**src/demux_params.svh**
```systemverilog
/*
 * Shared constants of the APB address demultiplexer
 *   Bus widths for address and data
 *   Rule count, master port count and port index width
 *   Register offsets of the configuration port
 */
`ifndef DEMUX_PARAMS_SVH
`define DEMUX_PARAMS_SVH

// Width of every APB address, on the upstream, downstream and configuration ports
`define ADDR_W 32
// Width of read and write data
`define DATA_W 32

// Number of rules in the programmable address map
`define NUM_RULES 4
// Number of downstream APB master ports
`define NUM_PORTS 4
// Bits needed to name one master port
`define IDX_W 2

// Offset of the control register on the configuration port
`define CFG_CTRL_OFFS 32'h100
// Byte distance between the register groups of two neighbouring rules
`define CFG_RULE_STRIDE 16

`endif

```
**src/apb_demux_pkg.sv**
```systemverilog
/*
 * Types of the APB address demultiplexer
 *   APB request and response structs
 *   Rule, address map and control register types
 *   Decode result and the item handed between the pipeline stages
 *   State and register-field enums
 */
`include "demux_params.svh"

package apb_demux_pkg;

  typedef logic [`ADDR_W-1:0] addr_t;
  typedef logic [`DATA_W-1:0] data_t;
  typedef logic [`IDX_W-1:0]  idx_t;

  // One APB request as seen by a slave
  typedef struct packed {
    logic  sel;
    logic  enable;
    addr_t addr;
    logic  write;
    data_t wdata;
  } apb_req_t;

  // One APB response as driven by a slave
  typedef struct packed {
    logic  ready;
    data_t rdata;
    logic  slverr;
  } apb_rsp_t;

  // Start is inside the range, end is outside, an end of zero runs to the top
  typedef struct packed {
    idx_t  idx;
    addr_t start_addr;
    addr_t end_addr;
  } rule_t;

  // Rule with the highest position wins when ranges overlap
  typedef rule_t [`NUM_RULES-1:0] addr_map_t;

  // Control register, read and written in its low bits in this field order
  typedef struct packed {
    logic config_ongoing;
    logic en_default;
    idx_t default_idx;
  } cfg_ctrl_t;

  typedef struct packed {
    idx_t idx;
    logic valid;
    logic error;
  } dec_result_t;

  // Captured upstream request together with its routing decision
  typedef struct packed {
    logic        valid;
    apb_req_t    req;
    dec_result_t dec;
  } stage_req_t;

  typedef enum logic [1:0] {ST_IDLE, ST_DECODE, ST_HOLD} decode_state_e;

  typedef enum logic [1:0] {MX_IDLE, MX_SETUP, MX_ACCESS, MX_RESPOND} mux_state_e;

  typedef enum logic [2:0] {CF_START, CF_END, CF_IDX, CF_CTRL, CF_NONE} cfg_field_e;

endpackage

```
**src/addr_map_regs.sv**
```systemverilog
/*
 * APB configuration slave of the demultiplexer
 *   Holds the rule table and the control register
 *   Answers in the access cycle with zero wait states
 *   Unmapped offsets complete with a slave error
 */
`include "demux_params.svh"
`timescale 1ns/100ps

module addr_map_regs import apb_demux_pkg::*; (
  input  logic      clk_i,
  input  logic      reset_i,
  input  apb_req_t  cfg_req_i,
  output apb_rsp_t  cfg_rsp_o,
  output addr_map_t addr_map_o,
  output cfg_ctrl_t cfg_ctrl_o
);

  // Bits to select one rule, and the offset range taken by all rule groups
  localparam int unsigned RuleW    = (`NUM_RULES > 1) ? $clog2(`NUM_RULES) : 1;
  localparam int unsigned RuleSpan = `NUM_RULES * `CFG_RULE_STRIDE;

  addr_map_t          map_q;
  cfg_ctrl_t          ctrl_q;
  cfg_field_e         field;
  logic [RuleW-1:0]   rule_sel;
  logic [`ADDR_W-1:0] offs_in_rule;
  logic               access;
  data_t              rdata;

  // Transfers act only in the access phase
  assign access = cfg_req_i.sel & cfg_req_i.enable;

  // Position of the address inside one rule group
  assign offs_in_rule = cfg_req_i.addr % `CFG_RULE_STRIDE;

  // Classify the offset into a register field and a rule number
  always_comb begin
    field    = CF_NONE;
    rule_sel = '0;
    if (cfg_req_i.addr == `CFG_CTRL_OFFS) begin
      field = CF_CTRL;
    end else if (cfg_req_i.addr < RuleSpan) begin
      rule_sel = RuleW'(cfg_req_i.addr / `CFG_RULE_STRIDE);
      case (offs_in_rule)
        'd0:     field = CF_START;
        'd4:     field = CF_END;
        'd8:     field = CF_IDX;
        // The gap at offset 12 of each group is not a register
        default: field = CF_NONE;
      endcase
    end
  end

  // Register writes land at the end of the access cycle
  always_ff @(posedge clk_i) begin
    if (reset_i) begin
      map_q  <= '0;
      ctrl_q <= '0;
    end else if (access && cfg_req_i.write) begin
      case (field)
        CF_START: map_q[rule_sel].start_addr <= `ADDR_W'(cfg_req_i.wdata);
        CF_END:   map_q[rule_sel].end_addr   <= `ADDR_W'(cfg_req_i.wdata);
        // Only the low index bits are kept so every stored index names a port
        CF_IDX:   map_q[rule_sel].idx        <= cfg_req_i.wdata[`IDX_W-1:0];
        CF_CTRL:  ctrl_q <= cfg_ctrl_t'(cfg_req_i.wdata[$bits(cfg_ctrl_t)-1:0]);
        default:  ;
      endcase
    end
  end

  // Read mux, narrow fields come back zero extended
  always_comb begin
    rdata = '0;
    case (field)
      CF_START: rdata = `DATA_W'(map_q[rule_sel].start_addr);
      CF_END:   rdata = `DATA_W'(map_q[rule_sel].end_addr);
      CF_IDX:   rdata = `DATA_W'(map_q[rule_sel].idx);
      CF_CTRL:  rdata = `DATA_W'(ctrl_q);
      default:  rdata = '0;
    endcase
  end

  // Zero wait states, so ready follows the access phase directly
  assign cfg_rsp_o.ready  = access;
  assign cfg_rsp_o.rdata  = (access && !cfg_req_i.write) ? rdata : '0;
  assign cfg_rsp_o.slverr = access && (field == CF_NONE);

  assign addr_map_o = map_q;
  assign cfg_ctrl_o = ctrl_q;

endmodule

```
**src/addr_decode_dync.sv**
```systemverilog
/*
 * Combinational address decoder with a run-time address map
 *   Range rules only, start included and end excluded
 *   Higher-numbered rules win on overlap
 *   Optional default port when no rule matches
 */
`include "demux_params.svh"
`timescale 1ns/100ps

module addr_decode_dync import apb_demux_pkg::*; (
  input  addr_t       addr_i,
  input  addr_map_t   addr_map_i,
  input  logic        en_default_idx_i,
  input  idx_t        default_idx_i,
  input  logic        config_ongoing_i,
  output dec_result_t result_o
);

  always_comb begin
    // Without a match the default port is taken if enabled, else it is an error
    result_o.valid = en_default_idx_i;
    result_o.error = ~en_default_idx_i;
    result_o.idx   = en_default_idx_i ? default_idx_i : '0;

    // Later rules overwrite earlier ones, so the highest matching rule wins
    for (int unsigned i = 0; i < `NUM_RULES; i++) begin
      if ((addr_i >= addr_map_i[i].start_addr) &&
          ((addr_i < addr_map_i[i].end_addr) || (addr_map_i[i].end_addr == '0))) begin
        // A match during reconfiguration is held back, neither valid nor error
        result_o.valid = ~config_ongoing_i;
        result_o.error = 1'b0;
        result_o.idx   = config_ongoing_i ? default_idx_i : addr_map_i[i].idx;
      end
    end
  end

  // Note that a rule with start and end both zero covers the whole space,
  // which is what every rule looks like straight after reset

endmodule

```
**src/apb_decode_stage.sv**
```systemverilog
/*
 * First pipeline stage of the demultiplexer
 *   Captures an upstream request on its setup cycle
 *   Waits for a definite decode result
 *   Holds the request and its decision until the port mux is done
 */
`include "demux_params.svh"
`timescale 1ns/100ps

module apb_decode_stage import apb_demux_pkg::*; (
  input  logic        clk_i,
  input  logic        reset_i,
  input  apb_req_t    slv_req_i,
  output addr_t       dec_addr_o,
  input  dec_result_t dec_i,
  output stage_req_t  item_o,
  input  logic        done_i
);

  decode_state_e state_q;
  decode_state_e state_d;
  apb_req_t      req_q;
  dec_result_t   dec_q;
  logic          setup;
  logic          decided;

  // Setup phase of a new upstream transfer
  assign setup = slv_req_i.sel & ~slv_req_i.enable;

  // The decoder gave either a port or an error
  assign decided = dec_i.valid | dec_i.error;

  always_comb begin
    state_d = state_q;
    case (state_q)
      ST_IDLE: begin
        if (setup) begin
          state_d = ST_DECODE;
        end
      end
      ST_DECODE: begin
        // Stays here while reconfiguration holds back a matched rule
        if (decided) begin
          state_d = ST_HOLD;
        end
      end
      ST_HOLD: begin
        if (done_i) begin
          state_d = ST_IDLE;
        end
      end
      default: state_d = ST_IDLE;
    endcase
  end

  always_ff @(posedge clk_i) begin
    if (reset_i) begin
      state_q <= ST_IDLE;
    end else begin
      state_q <= state_d;
    end
  end

  // Request and decision are payload, loaded only on the matching transitions
  always_ff @(posedge clk_i) begin
    if ((state_q == ST_IDLE) && setup) begin
      req_q <= slv_req_i;
    end
    if ((state_q == ST_DECODE) && decided) begin
      dec_q <= dec_i;
    end
  end

  // The decoder always looks at the captured address
  assign dec_addr_o = req_q.addr;

  // The item is offered from the cycle after the decision until done
  assign item_o.valid = (state_q == ST_HOLD);
  assign item_o.req   = req_q;
  assign item_o.dec   = dec_q;

endmodule

```
**src/apb_port_mux.sv**
```systemverilog
/*
 * Second pipeline stage of the demultiplexer
 *   Runs setup and access on the selected master port
 *   Latches read data and slave error from that port
 *   Returns one upstream response cycle, or a slave error for unmapped items
 */
`include "demux_params.svh"
`timescale 1ns/100ps

module apb_port_mux import apb_demux_pkg::*; (
  input  logic                      clk_i,
  input  logic                      reset_i,
  input  stage_req_t                item_i,
  output logic                      done_o,
  output apb_req_t [`NUM_PORTS-1:0] mst_req_o,
  input  apb_rsp_t [`NUM_PORTS-1:0] mst_rsp_i,
  output apb_rsp_t                  slv_rsp_o
);

  mux_state_e state_q;
  mux_state_e state_d;
  data_t      rdata_q;
  logic       slverr_q;
  idx_t       port;

  // The decode stage holds the item until done, so the index stays stable
  assign port = item_i.dec.idx;

  always_comb begin
    state_d = state_q;
    case (state_q)
      MX_IDLE: begin
        // Errors skip the master ports and answer straight away
        if (item_i.valid && item_i.dec.error) begin
          state_d = MX_RESPOND;
        end else if (item_i.valid && item_i.dec.valid) begin
          state_d = MX_SETUP;
        end
      end
      MX_SETUP:  state_d = MX_ACCESS;
      MX_ACCESS: begin
        // A slow slave keeps us here as long as it likes
        if (mst_rsp_i[port].ready) begin
          state_d = MX_RESPOND;
        end
      end
      MX_RESPOND: state_d = MX_IDLE;
      default:    state_d = MX_IDLE;
    endcase
  end

  always_ff @(posedge clk_i) begin
    if (reset_i) begin
      state_q <= MX_IDLE;
    end else begin
      state_q <= state_d;
    end
  end

  // Response payload, either from the slave or the fixed error answer
  always_ff @(posedge clk_i) begin
    if ((state_q == MX_IDLE) && item_i.valid && item_i.dec.error) begin
      rdata_q  <= '0;
      slverr_q <= 1'b1;
    end else if ((state_q == MX_ACCESS) && mst_rsp_i[port].ready) begin
      rdata_q  <= mst_rsp_i[port].rdata;
      slverr_q <= mst_rsp_i[port].slverr;
    end
  end

  // Only the selected port sees select, all others stay quiet
  always_comb begin
    for (int p = 0; p < `NUM_PORTS; p++) begin
      mst_req_o[p] = '0;
      if ((idx_t'(p) == port) &&
          ((state_q == MX_SETUP) || (state_q == MX_ACCESS))) begin
        mst_req_o[p].sel    = 1'b1;
        mst_req_o[p].enable = (state_q == MX_ACCESS);
        mst_req_o[p].addr   = item_i.req.addr;
        mst_req_o[p].write  = item_i.req.write;
        mst_req_o[p].wdata  = item_i.req.wdata;
      end
    end
  end

  // Upstream ready lasts exactly the one respond cycle
  assign slv_rsp_o.ready  = (state_q == MX_RESPOND);
  assign slv_rsp_o.rdata  = (state_q == MX_RESPOND) ? rdata_q : '0;
  assign slv_rsp_o.slverr = (state_q == MX_RESPOND) && slverr_q;

  // Completion tells the decode stage to release its item
  assign done_o = (state_q == MX_RESPOND);

endmodule

```
**src/apb_demux_top.sv**
```systemverilog
/*
 * Top level of the APB address demultiplexer
 *   Configuration slave with the rule table
 *   Address decoder, decode stage and port mux
 */
`include "demux_params.svh"
`timescale 1ns/100ps

module apb_demux_top import apb_demux_pkg::*; (
  input  logic                      clk_i,
  input  logic                      reset_i,
  input  apb_req_t                  slv_req_i,
  output apb_rsp_t                  slv_rsp_o,
  input  apb_req_t                  cfg_req_i,
  output apb_rsp_t                  cfg_rsp_o,
  output apb_req_t [`NUM_PORTS-1:0] mst_req_o,
  input  apb_rsp_t [`NUM_PORTS-1:0] mst_rsp_i
);

  addr_map_t   addr_map;
  cfg_ctrl_t   cfg_ctrl;
  addr_t       dec_addr;
  dec_result_t dec_result;
  stage_req_t  item;
  logic        item_done;

  // Software-visible rule table and control register
  addr_map_regs u_regs (
    .clk_i      (clk_i),
    .reset_i    (reset_i),
    .cfg_req_i  (cfg_req_i),
    .cfg_rsp_o  (cfg_rsp_o),
    .addr_map_o (addr_map),
    .cfg_ctrl_o (cfg_ctrl)
  );

  addr_decode_dync u_decode (
    .addr_i           (dec_addr),
    .addr_map_i       (addr_map),
    .en_default_idx_i (cfg_ctrl.en_default),
    .default_idx_i    (cfg_ctrl.default_idx),
    .config_ongoing_i (cfg_ctrl.config_ongoing),
    .result_o         (dec_result)
  );

  // Capture and decide
  apb_decode_stage u_stage (
    .clk_i      (clk_i),
    .reset_i    (reset_i),
    .slv_req_i  (slv_req_i),
    .dec_addr_o (dec_addr),
    .dec_i      (dec_result),
    .item_o     (item),
    .done_i     (item_done)
  );

  // Forward and respond
  apb_port_mux u_mux (
    .clk_i     (clk_i),
    .reset_i   (reset_i),
    .item_i    (item),
    .done_o    (item_done),
    .mst_req_o (mst_req_o),
    .mst_rsp_i (mst_rsp_i),
    .slv_rsp_o (slv_rsp_o)
  );

endmodule

```
**config.mk**
```make
export PLATFORM = sky130hd
export DESIGN_NAME = apb_demux_top
export DESIGN_NICKNAME = d
export VERILOG_FILES = /design/src/apb_demux_pkg.sv /design/src/addr_map_regs.sv /design/src/addr_decode_dync.sv /design/src/apb_decode_stage.sv /design/src/apb_port_mux.sv /design/src/apb_demux_top.sv
export VERILOG_INCLUDE_DIRS = /design/src
export SDC_FILE = /design/constraint.sdc
export NUM_CORES = 1
export LEC_CHECK = 0
export BUFFER_PORTS_ARGS = -buffer_cell sky130_fd_sc_hd__buf_2
export CORE_AREA = 2 2 235 237
export CTS_CLUSTER_DIAMETER = 60
export DETAILED_ROUTE_END_ITERATION = 10
export DIE_AREA = 0 0 237 239
export PLACE_DENSITY = 0.7
export SYNTH_ARGS = -nofsm -noshare
export SYNTH_HDL_FRONTEND = slang
export SYNTH_SLANG_ARGS = --single-unit
```
**constraint.sdc**
```tcl
create_clock -name clk_i -period 22.1 [get_ports clk_i]
set_input_delay 1.105 -clock clk_i [delete_from_list [all_inputs] [get_ports clk_i]]
set_output_delay 1.105 -clock clk_i [all_outputs]
set_load 0.02 [all_outputs]
```
Yosys cells after proc, flatten, opt, wreduce, memory -nomap -nowiden. Index checks and enable logic that the tools add are counted.

Bits in registers: 374. Input bits: 272. Logic and storage cells: 146. Output and inout bits: 336.

Equality and inequality tests: 20. Bitwise gates (word level): 6. Magnitude comparators: 12. Mux-type cells: 43. Reduce and logical (&&, ||, !) cells: 40.

Operators with widths (number): bitwise mux 264 bit (3); case mux 264 bit (3 select lines) (1); demux 66 bit (select 2 bit) (3); 2-to-1 mux 67 bit (4); logical NOT 32 bit (5); binary-select mux 66 bit (select 2 bit) (1); 2-to-1 mux 66 bit (2); greater-or-equal comparator 32 bit (4); less-than comparator 32 bit (4); case mux 32 bit (4 select lines) (1); 2-to-1 mux 32 bit (3); binary-select mux 34 bit (select 2 bit) (1); 2-to-1 mux 64 bit (1); 2-to-1 mux 34 bit (1); equality test 32 x 9 -> 1 bit (second input constant) (1); less-than comparator 32 x 7 -> 1 bit (second input constant) (1); 2-to-1 mux 2 bit (13); logical AND 1 bit (20); 2-to-1 mux 4 bit (4); case mux 3 bit (3 select lines) (1); case mux 2 bit (4 select lines) (1); equality test 2 bit (second input constant) (3); equality test 3 x 2 -> 1 bit (second input constant) (2); logical NOT 2 bit (3); other kinds (23) (38).

Longest topological paths before layout.
Word-level depth: 10. Mapped depth: 12. Depth with buffers taken out: 11.

By module. From an unflattened synthesis, not the netlist that was laid out.

Cell total of the unflattened synthesis: 2864. Area total of the unflattened synthesis: 25532.0 um2.

By module, submodules not included: addr_map_regs (instances 1, area each 12067.8 um2, cells each 1288, seq. area each 5365.1 um2); addr_decode_dync (instances 1, area each 6772.7 um2, cells each 953, seq. area each 0.0 um2); apb_port_mux (instances 1, area each 4205.3 um2, cells each 508, seq. area each 700.7 um2); apb_decode_stage (instances 1, area each 2486.1 um2, cells each 115, seq. area each 2172.1 um2).

Least setup slack after synthesis. OpenSTA, ideal clock, no wires.

Kind: input to register. Start: in slv_req_i[65] (netlist name). End: reg u_stage.state_q[0]. Cell stages on the path: 2. Arrival: 8709 ps. Path buffers: 0. Setup time: 84 ps. Setup slack: 13307 ps. Data required time: 22016 ps. Cell sequence: nor4b_1 a22o_1.

Longest elaborated chain between the ends: 4.

RTL lines: from (decl) (line apb_demux_top.sv:12) `input apb_req_t slv_req_i,`; inverter 1 bit (line apb_decode_stage.sv:28) `assign setup = slv_req_i.sel & ~slv_req_i.enable;`; AND 1 bit (line apb_decode_stage.sv:28); inequality test 2 x 1 -> 1 bit (no source line); AND reduction 3 bit (no source line); to (signal assigned) (line apb_decode_stage.sv:60) `state_q <= state_d;`; to (decl) (line apb_decode_stage.sv:20) `decode_state_e state_q;`.

No other way between the ends. A chain may end at the register's enable or synchronous reset.

==> impl_results.md <==
- Status: completed
- Share of cells above drive strength 1: between 20% and 30%
- H-tree depth: 2
- Initial antenna violation count: 22
- WS Path Type: input pin to output pin
- Post-synth EDFFs: between 60 and 70
- Port buffer count: a little over 600
- Worst slew margin: approximately 19%
- Pwr/cell area: around 70 nW/um^2
- Final HPWL DP: about 75,000 um
- Cells on Worst Hold Path: 2
- Worst-margin pin slew: between 1 and 1.5 ns
- Cts-stage hold buffer count: 0
- Top FF cell, synth: dfxtp_1
- Largest net degree at the start of global routing: 97
- Vias per cell: 5.67
- Reg2Reg Depth: 11
- Commonest non-fill, non-tap cell in the layout: nand2_1
- Most frequent cells in the layout: 687 x nand2_1, 605 x buf_2, 399 x a21oi_1
- FMAX: between 150 and 200 MHz
- CP Max Fanout: around 70
- Period Utilization, post-route: between 20% and 30%
- Vias in the first global route: roughly 22k
- RSZ-0062 raised after global routing: false
- Fillers: 5,248
- Internal reg-to-reg setup slack: 17.65 ns
- GPL Wtd Cong: 0.951
- Sequential area share after synthesis: around a third
- Clock-pin transition on the worst setup and hold timing paths: ~0.05 ns
- Final WS setup: ~17 ns
- Die H: 239 um
- TritonCTS clock tree: yes
- CP endpoint kind: output pin
- Root Driver: clkbuf_16
- Worst reg2reg startpoint: u_stage.dec_addr_o[0]$_DFFE_PP_
- Yosys warnings: 0
- Layout overhead on the synthesized area: 20.2%
- Worst path arrival time: 4.33 ns
- Hold Path Sink: u_mux.rdata_q[15]$_SDFFE_PP0P_
- Req. time, crit path: 21.00 ns
- Cells after synthesis: ~3.2k
- Skew-Pair Late Insertion Delay: 0.62 ns
- Period minus WS final: 5.44 ns
- Clk sink count: 374
- Syn Nets: around 3.7k
- GR Overflow Total: 0
- Initial core utilization: between 40% and 50%
- Cell Area, Synth: roughly 25,000 um^2
- Postcts setup bufs: 0
- FFs w/ async S/R, synth: 0%
- # IOs: 608
- Die ar.: around 57,000 um^2
- GRT Overall Usage: 34.7%
- Num CTS Buffers: 47
- WL/cell: 23.2 um
- Min-Delay Startpoint: u_mux.rdata_q[15]$_SDFFE_PP0P_
- Synth cell types: 72
- Final setup TNS: 0 ns
- Pre-CTS WS: roughly 17 ns
- Number of DRC markers in iteration 0: 2,406
- Residual DRC count: 0
- Yosys reg bits: between 300 and 400
- LEAKAGE: 0.0121 uW
- Die W: about 240 um
- DRT antenna net count: 0
- Clock Skews: between 0.03 and 0.04 ns
- Post-CTS sizing: 0
- # setup viols final: 0
- Critical Path Source Type: input pin
- Reg2reg end: u_stage.item_o[1]$_DFFE_PP_
- Hold Path Class: flip-flop to flip-flop
- CTS Buffer Depth: 3
- First-pass GRT wire length: about 150,000 um
- Final Hold Vio Count: 0
- Routed wire length: just over 100,000 um
- Maximum VDD drop: slightly below 0.00006 V
- First-pass iteration count of the detailed router: 5
- Syn avg cell area: slightly below 8 um^2
- Fin. max-slew vios: 0
- FP Rows: 86
- Final net count: 4,155
- Std-Cell Core Area: roughly 54,000 um^2
- Max cap viols: 0
- DR vias: ~25k
-- metrics by stage --
step,total power [uW],util [%],instances,area (um^2),hold WS (ns)
floorplan,1060,-,3155,24800,0.429
global placement,1230,51.7,4282,28100,0.440
detailed placement,1230,51.7,4282,28100,0.442
CTS,2030,54.7,4370,29700,0.451
global route,2110,54.7,4374,29700,0.465
finish,2030,54.7,4377,29700,0.453
-- worst max path at each step --
| stage | endpoint | startpoint | cells after the start |
|---|---|---|---|
| 6_report | cfg_rsp_o[3] | cfg_req_i[62] | 10 |
| 5_1_grt | cfg_rsp_o[29] | cfg_req_i[62] | 10 |
| 4_1_cts | cfg_rsp_o[3] | cfg_req_i[62] | 10 |
| 3_5_place_dp | cfg_rsp_o[3] | cfg_req_i[62] | 10 |
| 3_3_place_gp | cfg_rsp_o[3] | cfg_req_i[62] | 10 |
| 2_1_floorplan | u_stage.state_q[0]$_SDFFE_PP0P_ | slv_req_i[65] | 2 |
-- synthesized netlist by cell type, drive strengths merged, types with 34 or more instances --
master | instances | share of area [%]
a21o | 57 | 1.7
a21oi | 400 | 8.1
a22oi | 64 | 1.9
and2 | 297 | 7.5
buf | 80 | 1.6
clkbuf | 138 | 2.1
dfxtp | 305 | 25
edfxtp | 69 | 8.4
ha | 256 | 13
inv | 261 | 4.0
mux2i | 48 | 1.9
mux4 | 34 | 3.1
nand2 | 691 | 10
nand4 | 46 | 1.2
nor2 | 64 | 0.98
nor4 | 49 | 1.3
o21ai | 79 | 1.6
o221ai | 36 | 1.3
-- cells by family after synthesis --
group                      after synthesis  synth area share [%]
AOI/OAI and AO/OA                      732                  17.6
DFF                                    374                  33.0
and+or+nand+nor                       1231                  23.7
buffers and inverters                  479                  7.66
adders and majority gates              256                  12.9
muxes                                   83                  5.08
-- routing by layer --
metal / up-vias / part of all wire (%) / wire length (um) / GRT usage, %
li1: 11800 / - / - / -
met1: 11500 / 40 / 41100 / 44.9
met2: 1278 / 44 / 44200 / 53.2
met3: 235 / 10 / 10300 / 8.51
met4: 14 / 5.8 / 5890 / 18.8
met5: - / 0.099 / 101 / 0
-- report_power, final --
part           internal (uW)  switching, uW  leakage [uW]
Sequential               734           33.2       0.00311
Clock                    472            336      0.000784
Combinational            161            297       0.00824
Total                   1370            666        0.0121
-- critical path: stages --
cell	delay [ns]
buf_2	0.14
nor4_1	0.34
nand4_1	0.28
or3_2	0.51
buf_4	0.38
nor2_4	0.16
buf_4	0.64
o221ai_1	0.19
a31oi_1	0.31
buf_2	0.22
-- area by class of cell --
class,count,area (um^2),area share (%)
diodes,7,17.5,0.0589
clock buffers,60,1310,4.39
clock inverters,28,317,1.06
inverters,261,980,3.29
multi-input cells,2302,14800,49.6
flip-flops and latches,374,8180,27.5
well taps,704,881,2.96
repair buffers,641,3300,11.1
(Power assumes the default switching activity.)
